[src/vgaGamePkg.sv]
`default_nettype none

package vgaGamePkg;

        // pixel coordinate, signed speed, 4:4:4 colour
        typedef logic [10:0]        coord_t;
        typedef logic signed [10:0] speed_t;
        typedef logic [11:0]        color_t;

        typedef struct packed {
                coord_t x;
                coord_t y;
        } pos_t;

        // walking speed plus one-cycle jump request
        typedef struct packed {
                speed_t xSpeed;
                logic   jumpKick;
        } moveCmd_t;

        // box offsets from the player's top-left corner, end exclusive
        typedef struct packed {
                logic [4:0] dx0;
                logic [4:0] dx1;
                logic [4:0] dy0;
                logic [4:0] dy1;
                color_t     color;
        } spriteRect_t;

        ////////////////////////////////////////////////////////////////////////////
        // keyboard scan codes
        localparam logic [7:0] KEY_RIGHT = 8'h23;
        localparam logic [7:0] KEY_LEFT  = 8'h1C;
        localparam logic [7:0] KEY_JUMP  = 8'h1D;
        localparam logic [7:0] KEY_FIRE  = 8'h29;

        // playfield limits
        localparam coord_t EDGE_MIN   = 11'd10;
        localparam coord_t EDGE_EAST  = 11'd630;
        localparam coord_t EDGE_SOUTH = 11'd471;
        localparam coord_t FLOOR_Y    = 11'd420;
        localparam coord_t REST_Y     = 11'd419;
        localparam coord_t START_X    = 11'd319;
        localparam coord_t START_Y    = 11'd239;

        // gun muzzle and laser box
        localparam coord_t MUZZLE_DX  = 11'd22;
        localparam coord_t MUZZLE_DY  = 11'd11;
        localparam coord_t LASER_W    = 11'd7;
        localparam coord_t LASER_H    = 11'd2;
        localparam int     NUM_LASERS = 3;

        localparam color_t COL_BG    = 12'hFFF;
        localparam color_t COL_LASER = 12'hF00;

        ////////////////////////////////////////////////////////////////////////////
        // player sprite, first match wins
        localparam spriteRect_t SPRITE [20] = '{
                '{5'd0,  5'd10, 5'd0,  5'd2,  12'h000},
                '{5'd2,  5'd10, 5'd2,  5'd4,  12'hFA5},
                '{5'd0,  5'd2,  5'd2,  5'd5,  12'h000},
                '{5'd2,  5'd6,  5'd4,  5'd5,  12'hFA5},
                '{5'd6,  5'd7,  5'd4,  5'd5,  12'hFFF},
                '{5'd7,  5'd8,  5'd4,  5'd5,  12'h00F},
                '{5'd8,  5'd10, 5'd4,  5'd5,  12'hFA5},
                '{5'd0,  5'd10, 5'd5,  5'd8,  12'hFA5},
                '{5'd6,  5'd10, 5'd8,  5'd9,  12'h000},
                '{5'd0,  5'd10, 5'd8,  5'd10, 12'hFA5},
                '{5'd3,  5'd7,  5'd10, 5'd12, 12'hFA5},
                '{5'd1,  5'd10, 5'd12, 5'd14, 12'h00F},
                '{5'd1,  5'd4,  5'd14, 5'd16, 12'h00F},
                '{5'd1,  5'd10, 5'd16, 5'd23, 12'h00F},
                '{5'd4,  5'd15, 5'd14, 5'd16, 12'hFA5},
                '{5'd3,  5'd5,  5'd23, 5'd27, 12'h000},
                '{5'd6,  5'd8,  5'd23, 5'd27, 12'h000},
                '{5'd13, 5'd22, 5'd11, 5'd13, 12'h000},
                '{5'd13, 5'd15, 5'd13, 5'd14, 12'h000},
                '{5'd13, 5'd15, 5'd16, 5'd17, 12'h000}
        };

endpackage

`default_nettype wire

[src/gameControl.sv]
`timescale 1ns/1ps
`default_nettype none

module gameControl
        import vgaGamePkg::*;
(
        input  wire        CLK,
        input  wire        ARST_L,
        input  wire  [7:0] kbCode_i,
        input  wire        kbStrobe_i,
        input  wire        landed_i,
        input  wire        atEdge_i,
        input  wire        slot0Exit_i,
        output moveCmd_t   moveCmd_o,
        output logic [1:0] fireSlot_o
);

        localparam speed_t WALK = 11'sd3;

        speed_t     xSpeed;
        logic       jumpKick;
        logic       moveRight;
        logic       moveLeft;
        logic [1:0] kickCount;
        logic [1:0] laserCount;
        logic       keyRight;
        logic       keyLeft;
        logic       kickOk;
        logic       fireOk;

        // decoded strobes
        assign keyRight = kbStrobe_i && (kbCode_i == KEY_RIGHT);
        assign keyLeft  = kbStrobe_i && (kbCode_i == KEY_LEFT);
        // no kick from an edge, at most three before landing
        assign kickOk   = kbStrobe_i && (kbCode_i == KEY_JUMP) && !atEdge_i
                          && (kickCount < 2'd3);
        assign fireOk   = kbStrobe_i && (kbCode_i == KEY_FIRE) && (laserCount < 2'd3);

        assign moveCmd_o = '{xSpeed: xSpeed, jumpKick: jumpKick};

        ////////////////////////////////////////////////////////////////////////////
        // walking, same key again stops
        always_ff @(posedge CLK or negedge ARST_L)
        begin
                if (!ARST_L)
                begin
                        xSpeed    <= '0;
                        moveRight <= 1'b0;
                        moveLeft  <= 1'b0;
                end
                else if (keyRight)
                begin
                        xSpeed    <= moveRight ? speed_t'(0) : WALK;
                        moveRight <= !moveRight;
                        moveLeft  <= 1'b0;
                end
                else if (keyLeft)
                begin
                        xSpeed    <= moveLeft ? speed_t'(0) : -WALK;
                        moveLeft  <= !moveLeft;
                        moveRight <= 1'b0;
                end
        end

        // jump kick pulse and kick count
        always_ff @(posedge CLK or negedge ARST_L)
        begin
                if (!ARST_L)
                begin
                        jumpKick  <= 1'b0;
                        kickCount <= '0;
                end
                else
                begin
                        jumpKick <= kickOk;
                        if (landed_i)
                                kickCount <= '0;
                        else if (kickOk)
                                kickCount <= kickCount + 2'd1;
                end
        end

        ////////////////////////////////////////////////////////////////////////////
        // fire slots 1..3 in turn, slot 0 leaving frees the bank
        always_ff @(posedge CLK or negedge ARST_L)
        begin
                if (!ARST_L)
                begin
                        fireSlot_o <= 2'd0;
                        laserCount <= '0;
                end
                else
                begin
                        fireSlot_o <= fireOk ? laserCount + 2'd1 : 2'd0;
                        if (fireOk)
                                laserCount <= laserCount + 2'd1;
                        else if (slot0Exit_i)
                                laserCount <= '0;
                end
        end

endmodule

`default_nettype wire

[src/laserBank.sv]
`timescale 1ns/1ps
`default_nettype none

module laserBank
        import vgaGamePkg::*;
(
        input  wire        CLK,
        input  wire        ARST_L,
        input  wire        frameTick_i,
        input  wire  [1:0] fireSlot_i,
        input  pos_t       playerPos_i,
        output pos_t       laserPos_o [NUM_LASERS],
        output logic       slot0Exit_o
);

        localparam coord_t STEP = 11'd5;

        logic [NUM_LASERS-1:0] atEast;
        pos_t                  muzzle;

        // spawn point at the barrel tip
        assign muzzle = '{x: playerPos_i.x + MUZZLE_DX, y: playerPos_i.y + MUZZLE_DY};

        always_comb
        begin
                for (int i = 0; i < NUM_LASERS; i++)
                        atEast[i] = laserPos_o[i].x >= EDGE_EAST;
        end

        ////////////////////////////////////////////////////////////////////////////
        // load, then clear, then advance
        always_ff @(posedge CLK or negedge ARST_L)
        begin
                if (!ARST_L)
                begin
                        for (int i = 0; i < NUM_LASERS; i++)
                                laserPos_o[i] <= '0;
                        slot0Exit_o <= 1'b0;
                end
                else
                begin
                        slot0Exit_o <= 1'b0;
                        if (fireSlot_i != 2'd0)
                                laserPos_o[fireSlot_i - 2'd1] <= muzzle;
                        else if (|atEast)
                        begin
                                // lasers past the east edge park at 0,0
                                for (int i = 0; i < NUM_LASERS; i++)
                                        if (atEast[i])
                                                laserPos_o[i] <= '0;
                                slot0Exit_o <= atEast[0];
                        end
                        else if (frameTick_i)
                        begin
                                for (int i = 0; i < NUM_LASERS; i++)
                                        laserPos_o[i].x <= laserPos_o[i].x + STEP;
                        end
                end
        end

endmodule

`default_nettype wire

[src/pixelRenderer.sv]
`timescale 1ns/1ps
`default_nettype none

module pixelRenderer
        import vgaGamePkg::*;
(
        input  wire       CLK,
        input  wire       ARST_L,
        input  wire [9:0] hCoord_i,
        input  wire [9:0] vCoord_i,
        input  pos_t      playerPos_i,
        input  pos_t      laserPos_i [NUM_LASERS],
        output color_t    csel_o
);

        coord_t hc;
        coord_t vc;
        color_t pixColor;
        logic   hit;

        assign hc = {1'b0, hCoord_i};
        assign vc = {1'b0, vCoord_i};

        // half-open box test
        function automatic logic inBox(coord_t x0, coord_t x1, coord_t y0, coord_t y1);
                return (hc >= x0) && (hc < x1) && (vc >= y0) && (vc < y1);
        endfunction

        ////////////////////////////////////////////////////////////////////////////
        // sprite table first, lasers after, white otherwise
        always_comb
        begin
                pixColor = COL_BG;
                hit      = 1'b0;
                for (int i = 0; i < $size(SPRITE); i++)
                begin
                        if (!hit && inBox(playerPos_i.x + coord_t'(SPRITE[i].dx0),
                                          playerPos_i.x + coord_t'(SPRITE[i].dx1),
                                          playerPos_i.y + coord_t'(SPRITE[i].dy0),
                                          playerPos_i.y + coord_t'(SPRITE[i].dy1)))
                        begin
                                pixColor = SPRITE[i].color;
                                hit      = 1'b1;
                        end
                end
                // a laser parked on row 0 is idle and not drawn
                for (int j = 0; j < NUM_LASERS; j++)
                begin
                        if (!hit && (laserPos_i[j].y != '0)
                            && inBox(laserPos_i[j].x, laserPos_i[j].x + LASER_W,
                                     laserPos_i[j].y, laserPos_i[j].y + LASER_H))
                        begin
                                pixColor = COL_LASER;
                                hit      = 1'b1;
                        end
                end
        end

        // one clock from coordinate to colour
        always_ff @(posedge CLK or negedge ARST_L)
        begin
                if (!ARST_L)
                        csel_o <= COL_BG;
                else
                        csel_o <= pixColor;
        end

endmodule

`default_nettype wire

[src/playerMotion.sv]
`timescale 1ns/1ps
`default_nettype none

module playerMotion
        import vgaGamePkg::*;
(
        input  wire       CLK,
        input  wire       ARST_L,
        input  wire       frameTick_i,
        input  wire       gravityTick_i,
        input  moveCmd_t  moveCmd_i,
        output pos_t      playerPos_o,
        output logic      landed_o,
        output logic      atEdge_o
);

        localparam speed_t KICK = 11'sd10;

        pos_t   pos;
        speed_t ySpeed;
        logic   colN;
        logic   colS;
        logic   colW;
        logic   colE;
        logic   onFloor;
        logic   clear;

        // edge contacts
        assign colN    = pos.y <= EDGE_MIN;
        assign colS    = pos.y >= EDGE_SOUTH;
        assign colW    = pos.x <= EDGE_MIN;
        assign colE    = pos.x >= EDGE_EAST;
        assign onFloor = pos.y >= FLOOR_Y;

        assign atEdge_o    = colN | colS | colW | colE;
        assign clear       = !(atEdge_o || onFloor);
        assign playerPos_o = pos;

        ////////////////////////////////////////////////////////////////////////////
        // vertical speed, kick beats gravity
        always_ff @(posedge CLK or negedge ARST_L)
        begin
                if (!ARST_L)
                begin
                        ySpeed   <= '0;
                        landed_o <= 1'b0;
                end
                else
                begin
                        landed_o <= gravityTick_i && (pos.y >= REST_Y);
                        if (moveCmd_i.jumpKick)
                                ySpeed <= ySpeed - KICK;
                        else if (gravityTick_i)
                                ySpeed <= (pos.y < REST_Y) ? ySpeed + speed_t'(1) : speed_t'(0);
                end
        end

        // position step or clamp, once per frame
        always_ff @(posedge CLK or negedge ARST_L)
        begin
                if (!ARST_L)
                        pos <= '{x: START_X, y: START_Y};
                else if (frameTick_i)
                begin
                        // negative speeds wrap through the 11-bit sum
                        if (clear)
                        begin
                                pos.x <= pos.x + coord_t'(moveCmd_i.xSpeed);
                                pos.y <= pos.y + coord_t'(ySpeed);
                        end
                        else if (colN)
                                pos.y <= EDGE_MIN + 11'd1;
                        else if (colS)
                                pos.y <= FLOOR_Y;
                        else if (colW)
                                pos.x <= EDGE_MIN + 11'd1;
                        else if (colE)
                                pos.x <= EDGE_EAST - 11'd1;
                        else
                                pos.y <= REST_Y;
                end
        end

endmodule

`default_nettype wire

[src/tickGen.sv]
`timescale 1ns/1ps
`default_nettype none

module tickGen #(
        parameter int unsigned DIV = 250000
) (
        input  wire  CLK,
        input  wire  ARST_L,
        output logic tick_o
);

        localparam int CW = $clog2(DIV + 1);

        logic [CW-1:0] count;

        // count 0..DIV, pulse on the wrap
        always_ff @(posedge CLK or negedge ARST_L)
        begin
                if (!ARST_L)
                begin
                        count  <= '0;
                        tick_o <= 1'b0;
                end
                else if (count == CW'(DIV))
                begin
                        count  <= '0;
                        tick_o <= 1'b1;
                end
                else
                begin
                        count  <= count + 1'b1;
                        tick_o <= 1'b0;
                end
        end

endmodule

`default_nettype wire

[src/vgaGame.sv]
`timescale 1ns/1ps
`default_nettype none

module vgaGame
        import vgaGamePkg::*;
#(
        parameter int unsigned FRAME_DIV   = 250000,
        parameter int unsigned GRAVITY_DIV = 1000000
) (
        input  wire       CLK,
        input  wire       ARST_L,
        input  wire [7:0] KBCODE,
        input  wire       KBSTROBE,
        input  wire [9:0] HCOORD,
        input  wire [9:0] VCOORD,
        output color_t    CSEL
);

        logic       frameTick;
        logic       gravityTick;
        moveCmd_t   moveCmd;
        logic [1:0] fireSlot;
        logic       landed;
        logic       atEdge;
        logic       slot0Exit;
        pos_t       playerPos;
        pos_t       laserPos [NUM_LASERS];

        ////////////////////////////////////////////////////////////////////////////
        // frame and gravity rates
        tickGen #(.DIV(FRAME_DIV)) frameTickGen (
                .CLK(CLK), .ARST_L(ARST_L), .tick_o(frameTick)
        );

        tickGen #(.DIV(GRAVITY_DIV)) gravityTickGen (
                .CLK(CLK), .ARST_L(ARST_L), .tick_o(gravityTick)
        );

        // key decode
        gameControl gameCtrl (
                .CLK(CLK), .ARST_L(ARST_L),
                .kbCode_i(KBCODE), .kbStrobe_i(KBSTROBE),
                .landed_i(landed), .atEdge_i(atEdge), .slot0Exit_i(slot0Exit),
                .moveCmd_o(moveCmd), .fireSlot_o(fireSlot)
        );

        // player and lasers
        playerMotion motion (
                .CLK(CLK), .ARST_L(ARST_L),
                .frameTick_i(frameTick), .gravityTick_i(gravityTick), .moveCmd_i(moveCmd),
                .playerPos_o(playerPos), .landed_o(landed), .atEdge_o(atEdge)
        );

        laserBank lasers (
                .CLK(CLK), .ARST_L(ARST_L),
                .frameTick_i(frameTick), .fireSlot_i(fireSlot), .playerPos_i(playerPos),
                .laserPos_o(laserPos), .slot0Exit_o(slot0Exit)
        );

        // pixel colour
        pixelRenderer renderer (
                .CLK(CLK), .ARST_L(ARST_L),
                .hCoord_i(HCOORD), .vCoord_i(VCOORD),
                .playerPos_i(playerPos), .laserPos_i(laserPos),
                .csel_o(CSEL)
        );

endmodule

`default_nettype wire

[config.mk]
export PLATFORM = sky130hd
export DESIGN_NAME = vgaGame
export DESIGN_NICKNAME = d
export VERILOG_FILES = /design/src/vgaGamePkg.sv /design/src/gameControl.sv /design/src/laserBank.sv /design/src/pixelRenderer.sv /design/src/playerMotion.sv /design/src/tickGen.sv /design/src/vgaGame.sv
export SDC_FILE = /design/constraint.sdc
export NUM_CORES = 1
export LEC_CHECK = 0
export BUFFER_PORTS_ARGS = -buffer_cell sky130_fd_sc_hd__buf_2
export CORE_MARGIN = 8
export CORE_UTILIZATION = 30
export CTS_CLUSTER_DIAMETER = 150
export DETAILED_ROUTE_END_ITERATION = 10
export GPL_TIMING_DRIVEN = 1
export HOLD_SLACK_MARGIN = 0.15
export MAX_ROUTING_LAYER = met4
export PLACE_DENSITY_LB_ADDON = 0.08
export SLEW_MARGIN = 15
export SYNTH_ARGS = -nofsm -noshare
export SYNTH_HDL_FRONTEND = slang
export SYNTH_SLANG_ARGS = --single-unit
[constraint.sdc]
create_clock -name CLK -period 12.32 [get_ports CLK]
set_input_delay 0 -clock CLK [delete_from_list [all_inputs] [get_ports CLK]]
set_output_delay 0 -clock CLK [all_outputs]
set_load 0.01 [all_outputs]
; Yosys cells after proc, flatten, opt, wreduce, memory -nomap -nowiden
; Index checks and enable logic that the tools add are counted.
[totals]
register_bits = 173
latch_bits = 0
ram_bits = 0
romBits = 0
inputBits = 31
out_inout_bits = 12
wordCells = 393
n_memories = 0
[classes]
addsub = 44
n_mul = 0
n_div = 0
magnitude_cmp = 69
n_eq_ne = 14
shift = 0
muxes = 92
bitwise = 4
n_reduce_logical = 147
[ops]
columns = operator, count
row1 = $lt A10 B11 Y1, 28
row2 = $ge A10 B11 Y1, 27
row3 = $mux W12, 23
row4 = $mux W11, 23
row5 = $add A11 B3 Y11 const B, 12
row6 = $add A11 B4 Y11 const B, 11
row7 = $mux W22, 5
row8 = $logic_and A1 B1 Y1, 99
row9 = $add A11 B2 Y11 const B, 7
row10 = $bwmux W66, 1
row11 = $mux W66, 1
row12 = $add A11 B5 Y11 const B, 5
row13 = $demux W22 S2, 1
row14 = $ge A11 B10 Y1 const B, 4
row15 = $ge A11 B9 Y1 const B, 3
row16 = $reduce_bool A11 Y1, 3
row17 = $mux W1, 30
row18 = $logic_not A1 Y1, 25
row19 = $add A11 B11 Y11, 2
row20 = $le A11 B4 Y1 const B, 2
row21 = $add A20 B1 Y20 const B, 1
row22 = $eq A20 B20 Y1 const B, 1
row23 = $mux W20, 1
row24 = $add A18 B1 Y18 const B, 1
row25 = 25 further kinds, 54

; Depth between registers and ports, before layout
; Gate-level depths: netlist of the first run.
[depth]
ltp_word = 75
depth_mapped = 18
depth_no_buf = 17

; Hierarchy
; A second synthesis of the first run with hierarchy kept.
[hier_totals]
hier_cells = 2681
area_unflattened_um2 = 22323.9
[by_module_without_submodules]
columns = module, n_inst, cells_per_inst, area_per_inst_um2, seq_area_each_um2
row1 = pixelRenderer, 1, 1701, 12967.4, 131.4
row2 = laserBank, 1, 412, 3871.2, 1676.6
row3 = playerMotion, 1, 330, 2907.8, 868.3
row4 = tickGen at gravityTickGen, 1, 95, 1073.5, 525.5
row5 = tickGen at frameTickGen, 1, 90, 945.9, 475.5
row6 = gameControl, 1, 53, 558.0, 250.2

; Worst setup path after synthesis of the first run
; OpenSTA, ideal clock, no wires.
[synth_timing]
path_type = reg2reg
from = reg motion.pos (netlist bit motion.playerPos_o[3])
to = reg renderer.csel_o[10]
setup_ns = 0.101
arrival_time_ns = 3.925
t_required_ns = 12.219
path_slack_ns = 8.294
stages_incl_launch_ff = 16
path_buffers = 1
period_less_slack_ns = 4.026
path_cell_list = dfstp_2 > clkbuf_1 > inv_1 > ha_1 > a21oi_1 > nor2_1 > xnor2_1 > ha_1 > nand3_1 > o221ai_1 > o211a_1 > or3b_4 > a2111oi_4 > o21ai_1 > a211oi_2 > a211oi_1
[synth_between]
elab_chain_cells = 73
word_cells_on_any_way = 171
classes_between = add/sub: 14 / order compare: 25 / mux: 45 / reduce/logical: 87
[synth_lines]
columns = item, line_no
row1 = "start, declared", playerMotion.sv:19  ; pos_t pos;
row2 = "start signal, assigned", playerMotion.sv:62  ; pos <= '{x: START_X, y: START_Y};
row3 = $add A11 B2 Y11 / $ge A10 B11 Y1 (equally long branches), "pixelRenderer.sv:39, pixelRenderer.sv:40, pixelRenderer.sv:26"
row4 = $lt A10 B11 Y1 / $logic_and A1 B1 Y1 (equally long branches), pixelRenderer.sv:26  ; return (hc >= x0) && (hc < x1) && (vc >= y0) && (vc < y1);
row5 = $logic_and A1 B1 Y1, pixelRenderer.sv:26
row6 = $mux W1, pixelRenderer.sv:37  ; if (!hit && inBox(playerPos_i.x + coord_t'(SPRITE[i].dx0),
row7 = $logic_not A1 Y1, pixelRenderer.sv:37
row8 = $logic_and A1 B1 Y1, pixelRenderer.sv:37
row9 = $mux W1, pixelRenderer.sv:37
row10 = $logic_not A1 Y1, pixelRenderer.sv:37
row11 = [... 58 more ...], --
row12 = $logic_and A1 B1 Y1, pixelRenderer.sv:49  ; if (!hit && (laserPos_i[j].y != '0)
row13 = $logic_and A1 B1 Y1, pixelRenderer.sv:50  ; && inBox(laserPos_i[j].x, laserPos_i[j].x + LASER_W,
row14 = $mux W1, pixelRenderer.sv:49
row15 = $logic_not A1 Y1, pixelRenderer.sv:49
row16 = $logic_and A1 B1 Y1, pixelRenderer.sv:49
row17 = $logic_and A1 B1 Y1, pixelRenderer.sv:50
row18 = $mux W12 *, pixelRenderer.sv:49
row19 = net renderer.pixColor[10], pixelRenderer.sv:18  ; color_t pixColor;
row20 = "end signal, assigned", pixelRenderer.sv:65  ; csel_o <= pixColor;
row21 = "end, declared", pixelRenderer.sv:13  ; output color_t csel_o
; Mark *: on every way through the listed nets, which the timed path passes. The rest lies on a longest branch.
; A chain may end at the register's enable or synchronous reset.

; Worst setup path after layout of the first run
[layout_timing]
from = reg motion.pos (netlist bit motion.playerPos_o[5])
to = reg renderer.csel_o[10]
; Same word-level chain as after synthesis.

==> results of run 1 <==
-- metal layers --
layer | vias to the layer above | global-route usage, %
li1 | 9283 | -
met1 | 9289 | 25.4
met2 | 377 | 33.1
met3 | 86 | 2.06
met4 | 0 | 4.94
met5 | - | -
-- cells by family after synthesis --
logic type,synth area share (%)
fa+ha+maj,25.5
compound gates,20.7
xor+xnor,12.5
buf+inv,4.66
simple gates,17.8
mux,0.101
flops,18.7
-- what timing repair did --
item	4_1_cts	5_1_grt
buffers inserted	0	0
hold buffers	17	0
hold endpoints to repair	93	0
-- critical path: cells and delay by family, from the launching register on --
| family | cells | cell delay [ns] |
|---|---|---|
| XOR/XNOR | 1 | 0.09 |
| buffers and inverters | 1 | 0.66 |
| AO/OA/AOI/OAI | 6 | 1.42 |
| AND/OR/NAND/NOR | 5 | 2.03 |
| flip-flops | 1 | 0.67 |
| adder cells (fa/ha/maj) | 1 | 0.21 |
-- registers in the layout (all words and copies together), names as in the netlist --
register and count:
gameCtrl.xSpeed 2, lasers.laserPos_o 66, gameCtrl.jumpKick 1, gameCtrl.kickCount 2, motion.playerPos_o 22, motion.ySpeed 11, gameCtrl.moveRight 1, gameCtrl.laserCount 2
gravityTickGen.count 20, gravityTickGen.tick_o 1, frameTickGen.tick_o 1, gameCtrl.fireSlot_o 2, frameTickGen.count 18, renderer.csel_o 5, motion.landed_o 1, lasers.slot0Exit_o 1
-- path summary, 6_finish.rpt --
check | start | to | depth (start not counted)
max | motion.playerPos_o[5] | renderer.csel_o[10] | 14
min | KBSTROBE | gameCtrl.jumpKick | 4
min in group asynchronous | ARST_L | frameTickGen.count[6] | 4
max in group asynchronous | ARST_L | lasers.laserPos_o[44] | 5
min reg2reg | motion.landed_o | gameCtrl.kickCount[0] | 1
max reg2reg | motion.playerPos_o[5] | renderer.csel_o[10] | 14
-- Yosys cell counts, drive strengths merged (7+ instances only) --
library cell,count,share of area [%]
buf,39,0.95
o221ai,11,0.46
xor2,34,1.4
inv,142,2.5
a211oi,30,1.1
and2,11,0.33
and4,10,0.42
a21oi,149,3.6
nor3,55,1.3
dfrtp,137,16
nor3b,8,0.29
nand4,42,1.4
a2111oi,11,0.55
nand2,214,3.8
dfstp,19,2.4
ha,424,25
o31ai,17,0.61
a31oi,34,1.0
nand2b,26,0.78
or2,8,0.24
o22ai,22,0.66
o2111ai,16,0.67
or3,8,0.24
o21a,35,1.3
a21boi,10,0.36
o211ai,24,0.86
or3b,7,0.30
nor4,23,0.69
xnor2,266,11
and3,21,0.63
clkbuf,59,1.1
o21ai,149,3.6
a21o,45,1.6
nand3,82,2.0
or4,8,0.29
a211o,10,0.42
nor2,193,3.5
o32ai,12,0.54
a22o,17,0.71
nor2b,34,1.0
-- per-stage QoR --
step	area, sq um	power, uW	hold slack [ns]	std cells	util (%)
global placement	22100	823	-0.0874	3456	31.7
global route	22800	1410	0.242	3505	32.8
finish	22800	1330	0.192	3505	32.8
detailed placement	22100	828	-0.0859	3456	31.7
CTS	22800	1350	0.172	3505	32.8
floorplan	21000	713	-0.296	2550	-
-- power groups by stage --
stage	sequential (uW)	clock [uW]	combinational (uW)
after floorplan	540	0	173
after detailed placement	545	0	283
after CTS	536	530	289
final	536	511	285
after global routing	537	548	324
after global placement	545	0	278
-- cell type report --
type                       instances  area [sq um]
tap                              940          1180
timing repair buffer              81           562
clock inverter                    12          87.6
clock buffer                      20           467
multi-input combinational       2148         16100
fill                            7448         46800
inverter                         148           556
sequential                       156          3930
==> report_table.html, run 1 <==
<table>
<tr><th>Metric</th><th>Value</th></tr>
<tr><th colspan="2">Status</th></tr>
<tr><td>Outcome</td><td>finished clean</td></tr>
<tr><th colspan="2">Detailed routing</th></tr>
<tr><td>Number of iterations in the first detailed-routing pass</td><td>5</td></tr>
<tr><td>Routed wire length on met3</td><td>2660 um</td></tr>
<tr><td>Number of nets with antenna violations after routing</td><td>0</td></tr>
<tr><td>DRC violations left</td><td>0</td></tr>
<tr><td>Highest Signal Layer</td><td>met4</td></tr>
<tr><td>Count of vias placed by the detailed router</td><td>19000</td></tr>
<tr><td>Routed WL</td><td>76300 um</td></tr>
<tr><td>Routed length on met1</td><td>35500 um</td></tr>
<tr><td>Average routed wire per standard cell</td><td>21.8 um</td></tr>
<tr><td>Via-to-Cell Ratio</td><td>5.43</td></tr>
<tr><td>Wire length on met2</td><td>36400 um</td></tr>
<tr><td>Count of routing violations after the opening detailed-route iteration</td><td>1256</td></tr>
<tr><th colspan="2">Logic synthesis</th></tr>
<tr><td>EDFF count, synth</td><td>0</td></tr>
<tr><td>Netlist area before placement</td><td>21000 sq um</td></tr>
<tr><td>Count of state elements after synthesis</td><td>156</td></tr>
<tr><td>Cells after Synth</td><td>2550</td></tr>
<tr><td>Most frequently used flop master after synthesis</td><td>sky130_fd_sc_hd__dfrtp_1</td></tr>
<tr><td>Sequential element share of the synthesized area</td><td>18.7%</td></tr>
<tr><td>Number of distinct library cells after synthesis</td><td>84</td></tr>
<tr><td>Average footprint of a synthesized cell</td><td>8.22 sq um</td></tr>
<tr><td>Synthesized net count</td><td>3007</td></tr>
<tr><td>Total number of yosys warnings</td><td>0</td></tr>
<tr><td>Synth async-reset ratio</td><td>100%</td></tr>
<tr><th colspan="2">Power and ir drop</th></tr>
<tr><td>Switching share of power</td><td>31.8%</td></tr>
<tr><td>Lkg Pwr</td><td>0.00898 uW</td></tr>
<tr><td>Worst VDD drop</td><td>0.100 mV</td></tr>
<tr><td>Part of the power in registers</td><td>40.2%</td></tr>
<tr><td>Internal power contribution</td><td>908 uW</td></tr>
<tr><td>Clock network fraction of design power</td><td>38.3%</td></tr>
<tr><td>Combinational share of power</td><td>21.4%</td></tr>
<tr><td>Net switching power of the design</td><td>424 uW</td></tr>
<tr><td>Power density normalized to cell area</td><td>58.3 nW/um^2</td></tr>
<tr><th colspan="2">STA</th></tr>
<tr><td>Final worst path period need</td><td>5.21 ns</td></tr>
<tr><td>Max Clock Skew</td><td>0.0123 ns</td></tr>
<tr><td>Post-Route Setup TNS</td><td>0 ns</td></tr>
<tr><td>Final Hold Vio Count</td><td>0</td></tr>
<tr><td>Setup repair after global routing missed its margin</td><td>false</td></tr>
<tr><td>Slew HR</td><td>26.7%</td></tr>
<tr><td>Fmax achieved</td><td>0.192 GHz</td></tr>
<tr><td>Final worst setup slack</td><td>7.11 ns</td></tr>
<tr><td>Max-slew violations</td><td>0</td></tr>
<tr><td>Setup violations, final</td><td>0</td></tr>
<tr><td>Worst slew pin tran</td><td>1.10 ns</td></tr>
<tr><td>Part of the cycle the worst path needs</td><td>42.3%</td></tr>
<tr><th colspan="2">Global routing</th></tr>
<tr><td>Wire length of the first global-routing pass</td><td>117000 um</td></tr>
<tr><td>Number of global-route vias before repair</td><td>19300</td></tr>
<tr><td>Initial antenna violation count</td><td>0</td></tr>
<tr><td>Sum of overflow across all layers after global routing</td><td>0</td></tr>
<tr><td>Maximum number of pins on one net before global-route repair</td><td>66</td></tr>
<tr><td>Overall track demand over capacity in global routing</td><td>19.8%</td></tr>
<tr><th colspan="2">Worst setup path</th></tr>
<tr><td>CP startpoint kind</td><td>flip-flop</td></tr>
<tr><td>Crit Path Class</td><td>flip-flop to flip-flop</td></tr>
<tr><td>Cell at the slowest stage of the critical path</td><td>sky130_fd_sc_hd__dfstp_2</td></tr>
<tr><td>Sequence of cells on the critical path</td><td>clkinv_1 &gt; nor2_1 &gt; nand3_1 &gt; nor2_1 &gt; xnor2_1 &gt; ha_1 &gt; nor3_1 &gt; o221ai_1 &gt; o211a_1 &gt; or3b_4 &gt; a2111oi_4 &gt; o21ai_1 &gt; a211oi_2 &gt; a211oi_1</td></tr>
<tr><td>Internal reg-to-reg setup slack</td><td>7.11 ns</td></tr>
<tr><td>Library cell appearing most often on the critical path</td><td>sky130_fd_sc_hd__nor2_1</td></tr>
<tr><td>Maximum fanout count along the critical path</td><td>17</td></tr>
<tr><td>CP peak stage delay</td><td>0.67 ns</td></tr>
<tr><td>Kind of end point of the critical path</td><td>flip-flop</td></tr>
<tr><td>Data arrival time at the worst-slack endpoint</td><td>5.56 ns</td></tr>
<tr><td>Data required time of the worst path</td><td>12.67 ns</td></tr>
<tr><th colspan="2">Clock network</th></tr>
<tr><td>CTS sink count</td><td>156</td></tr>
<tr><td>Master cell of the clock root buffer</td><td>sky130_fd_sc_hd__clkbuf_16</td></tr>
<tr><td>CTS max path bufs</td><td>2</td></tr>
<tr><td>Clock tree from TritonCTS</td><td>done</td></tr>
<tr><td>Skew-Pair Late Insertion Delay</td><td>0.45 ns</td></tr>
<tr><td>Worst-path clk slew</td><td>0.07 ns</td></tr>
<tr><td>Total number of H-tree levels</td><td>4</td></tr>
<tr><td>Total CTS buffers</td><td>17</td></tr>
<tr><td>Post-CTS resize count</td><td>0</td></tr>
<tr><th colspan="2">Die</th></tr>
<tr><td>Full die area</td><td>78600 sq um</td></tr>
<tr><td>Number of top-level pins</td><td>43</td></tr>
<tr><td>DIE HEIGHT</td><td>280 um</td></tr>
<tr><td>Core footprint</td><td>69700 sq um</td></tr>
<tr><td>Die boundary width</td><td>280 um</td></tr>
<tr><td>Number of rows in the core area</td><td>97</td></tr>
<tr><td>Initial Utilization</td><td>30.1%</td></tr>
<tr><th colspan="2">Layout</th></tr>
<tr><td>Most common cell after layout, fill and taps aside</td><td>sky130_fd_sc_hd__ha_1</td></tr>
<tr><td>Area Growth Syn to Fin</td><td>8.93%</td></tr>
<tr><td>Antenna diodes</td><td>0</td></tr>
<tr><td>Commonest non-fill, non-tap cells in the layout</td><td>sky130_fd_sc_hd__ha_1 (424), sky130_fd_sc_hd__xnor2_1 (266), sky130_fd_sc_hd__nand2_1 (214), sky130_fd_sc_hd__nor2_1 (193), sky130_fd_sc_hd__a21oi_1 (149)</td></tr>
<tr><td>Share of post-route cells with drive strength above 1</td><td>5.81%</td></tr>
<tr><td>Layout net count</td><td>3009</td></tr>
<tr><th colspan="2">Placement</th></tr>
<tr><td>Detail Placement HPWL</td><td>57000 um</td></tr>
<tr><td>Pre-CTS setup slack</td><td>7.18 ns</td></tr>
<tr><td>I/O Buffers</td><td>42</td></tr>
<tr><td>Placer congestion estimate</td><td>0.877</td></tr>
<tr><th colspan="2">Min path</th></tr>
<tr><td>Worst min-delay path category</td><td>input pin to flip-flop</td></tr>
<tr><th colspan="2">Run</th></tr>
<tr><td>Max-cap violations</td><td>0</td></tr>
</table>
Power figures use the tool's default switching activity.
==> inputs of run 2 (changes only) <==
- clock period: 12.32 -> 4.75 ns (I/O delays scaled with it)
==> report_table.html, run 2 (synthesis results as in run 1) <==
<table>
<tr><th>Metric</th><th>Value</th></tr>
<tr><th colspan="2">Worst setup path</th></tr>
<tr><td>Maximum fanout count along the critical path</td><td>18</td></tr>
<tr><td>Logic depth of the worst register-to-register path</td><td>14</td></tr>
<tr><td>Crit Path Class</td><td>flip-flop to flip-flop</td></tr>
<tr><td>Kind of end point of the critical path</td><td>flip-flop</td></tr>
<tr><td>Data arrival time at the worst-slack endpoint</td><td>4.73 ns</td></tr>
<tr><td>CP startpoint kind</td><td>flip-flop</td></tr>
<tr><td>Data required time of the worst path</td><td>5.14 ns</td></tr>
<tr><th colspan="2">STA</th></tr>
<tr><td>Max Clock Skew</td><td>0.00667 ns</td></tr>
<tr><td>Setup repair after global routing missed its margin</td><td>false</td></tr>
<tr><td>Final worst setup slack</td><td>0.416 ns</td></tr>
<tr><td>Slew HR</td><td>24.9%</td></tr>
<tr><td>Max-slew violations</td><td>0</td></tr>
<tr><td>Part of the cycle the worst path needs</td><td>91.3%</td></tr>
<tr><td>Post-Route Setup TNS</td><td>0 ns</td></tr>
<tr><td>Final worst path period need</td><td>4.33 ns</td></tr>
<tr><td>Final Hold Vio Count</td><td>0</td></tr>
<tr><td>Setup violations, final</td><td>0</td></tr>
<tr><td>Fmax achieved</td><td>0.231 GHz</td></tr>
<tr><td>Worst slew pin tran</td><td>1.13 ns</td></tr>
<tr><th colspan="2">Layout</th></tr>
<tr><td>Area Growth Syn to Fin</td><td>10.2%</td></tr>
<tr><td>Most common cell after layout, fill and taps aside</td><td>sky130_fd_sc_hd__ha_1</td></tr>
<tr><td>Layout net count</td><td>3045</td></tr>
<tr><td>Register containing the most flip-flops in the final layout</td><td>lasers.laserPos_o</td></tr>
<tr><td>Max FFs per register</td><td>66</td></tr>
<tr><td>Commonest non-fill, non-tap cells in the layout</td><td>sky130_fd_sc_hd__ha_1 (423), sky130_fd_sc_hd__xnor2_1 (266), sky130_fd_sc_hd__nand2_1 (214), sky130_fd_sc_hd__nor2_1 (193), sky130_fd_sc_hd__a21oi_1 (149)</td></tr>
<tr><td>Multi-input logic area</td><td>16100 sq um</td></tr>
<tr><td>Antenna diodes</td><td>0</td></tr>
<tr><td>Flip-flop and latch area</td><td>3930 sq um</td></tr>
<tr><td>Share of post-route cells with drive strength above 1</td><td>7.23%</td></tr>
<tr><td>Fill count</td><td>7467</td></tr>
<tr><td>Filler-free cell count of the finished design</td><td>3541</td></tr>
<tr><th colspan="2">Placement</th></tr>
<tr><td>I/O Buffers</td><td>42</td></tr>
<tr><td>Placed Cells</td><td>3495</td></tr>
<tr><td>Detail Placement HPWL</td><td>57300 um</td></tr>
<tr><td>Pre-CTS setup slack</td><td>0.337 ns</td></tr>
<tr><td>Placer congestion estimate</td><td>0.909</td></tr>
<tr><th colspan="2">Clock network</th></tr>
<tr><td>Total CTS buffers</td><td>17</td></tr>
<tr><td>CTS max path bufs</td><td>2</td></tr>
<tr><td>CTS sink count</td><td>156</td></tr>
<tr><td>Clock tree from TritonCTS</td><td>done</td></tr>
<tr><td>Skew-Pair Late Insertion Delay</td><td>0.48 ns</td></tr>
<tr><td>Master cell of the clock root buffer</td><td>sky130_fd_sc_hd__clkbuf_16</td></tr>
<tr><td>Worst-path clk slew</td><td>0.07 ns</td></tr>
<tr><td>Total number of H-tree levels</td><td>4</td></tr>
<tr><td>Setup bufs post-CTS</td><td>0</td></tr>
<tr><th colspan="2">Status</th></tr>
<tr><td>Outcome</td><td>finished clean</td></tr>
<tr><th colspan="2">Run</th></tr>
<tr><td>Max-cap violations</td><td>0</td></tr>
<tr><th colspan="2">Detailed routing</th></tr>
<tr><td>Via-to-Cell Ratio</td><td>5.35</td></tr>
<tr><td>Count of vias placed by the detailed router</td><td>18900</td></tr>
<tr><td>DRC violations left</td><td>0</td></tr>
<tr><td>Number of iterations in the first detailed-routing pass</td><td>5</td></tr>
<tr><td>Routed WL</td><td>76400 um</td></tr>
<tr><td>Count of routing violations after the opening detailed-route iteration</td><td>1001</td></tr>
<tr><td>Number of nets with antenna violations after routing</td><td>0</td></tr>
<tr><td>Average routed wire per standard cell</td><td>21.6 um</td></tr>
<tr><th colspan="2">Power and ir drop</th></tr>
<tr><td>Lkg Pwr</td><td>0.00913 uW</td></tr>
<tr><td>Worst VDD drop</td><td>0.261 mV</td></tr>
<tr><td>Total power</td><td>3460 uW</td></tr>
<tr><td>Power density normalized to cell area</td><td>150 nW/um^2</td></tr>
<tr><th colspan="2">Die</th></tr>
<tr><td>Core footprint</td><td>69700 sq um</td></tr>
<tr><td>Number of top-level pins</td><td>43</td></tr>
<tr><td>DIE HEIGHT</td><td>280 um</td></tr>
<tr><td>Full die area</td><td>78600 sq um</td></tr>
<tr><td>Initial Utilization</td><td>30.1%</td></tr>
<tr><td>Die boundary width</td><td>280 um</td></tr>
<tr><td>Number of rows in the core area</td><td>97</td></tr>
<tr><th colspan="2">Global routing</th></tr>
<tr><td>Sum of overflow across all layers after global routing</td><td>0</td></tr>
<tr><td>Maximum number of pins on one net before global-route repair</td><td>157</td></tr>
<tr><td>Number of global-route vias before repair</td><td>19400</td></tr>
<tr><td>Overall track demand over capacity in global routing</td><td>19.8%</td></tr>
<tr><td>Initial antenna violation count</td><td>0</td></tr>
<tr><td>Wire length of the first global-routing pass</td><td>117000 um</td></tr>
<tr><th colspan="2">Min path</th></tr>
<tr><td>Worst min-delay path category</td><td>input pin to asynchronous set/reset pin</td></tr>
</table>
[run 2: final timing paths]
kind | from | endpoint | slack, ns
setup / recovery | motion.playerPos_o[15] | renderer.csel_o[7] | 0.42
hold / removal | ARST_L | frameTickGen.count[8] | 0.13
setup reg to reg | motion.playerPos_o[15] | renderer.csel_o[7] | 0.42
hold reg to reg | motion.landed_o | gameCtrl.kickCount[1] | 0.44
max in group asynchronous | ARST_L | lasers.laserPos_o[64] | 3.77
min in group CLK | motion.landed_o | gameCtrl.kickCount[1] | 0.44
[run 2: area by class of cell]
| type | instances | area share, % |
|---|---|---|
| multi-input combinational | 2148 | 69.5 |
| tap | 940 | 5.09 |
| clock inverter | 14 | 0.493 |
| inverter | 148 | 2.42 |
| timing repair buffer | 117 | 3.58 |
| clock buffer | 18 | 1.86 |
| sequential | 156 | 17.0 |
[run 2: per-layer routing]
metal / global-route usage [%] / vias up / wire, um
li1: - / 9356 / -
met1: 25.2 / 9204 / 36100
met2: 33.2 / 296 / 36500
met3: 2.11 / 81 / 2010
met4: 5.39 / 0 / 1770
met5: - / - / 0
[run 2: where the power goes]
| part | switching [uW] | internal (uW) | total, uW | leakage (uW) |
|---|---|---|---|---|
| combinational | 452 | 287 | 739 | 0.00681 |
| sequential | 33.0 | 1360 | 1390 | 0.00206 |
| clock | 655 | 676 | 1330 | 0.000253 |
| total | 1140 | 2320 | 3460 | 0.00913 |
[run 2: metrics by stage]
step                      hold slack [ns]  util (%)  cell area (sq um)
after CTS                           0.225      33.1              23100
after global placement              0.219      32.2              22400
after global routing                0.182      33.1              23100
after detailed placement            0.206      32.2              22400
final                               0.130      33.1              23100
after floorplan                    -0.296         -              21000
[run 2: worst max-delay path, stage by stage (launching register included)]
cell	delay, ns
sky130_fd_sc_hd__dfstp_2	0.80
sky130_fd_sc_hd__ha_1	0.50
sky130_fd_sc_hd__nand4_1	0.39
sky130_fd_sc_hd__nor2_1	0.23
sky130_fd_sc_hd__xnor2_1	0.16
sky130_fd_sc_hd__ha_1	0.28
sky130_fd_sc_hd__nor2b_1	0.14
sky130_fd_sc_hd__a2111oi_0	0.41
sky130_fd_sc_hd__o41ai_1	0.26
sky130_fd_sc_hd__a211o_1	0.39
sky130_fd_sc_hd__o21a_1	0.11
sky130_fd_sc_hd__o21ai_0	0.15
sky130_fd_sc_hd__nor4_1	0.07
sky130_fd_sc_hd__buf_4	0.15
sky130_fd_sc_hd__a211oi_1	0.20
[run 2: timing repair]
item / in CTS / in global routing
hold buffers: 14 / 0
resized for setup: 0 / 2
endpoints found under the hold margin: 159 / 0
setup endpoints to repair: 0 / 4
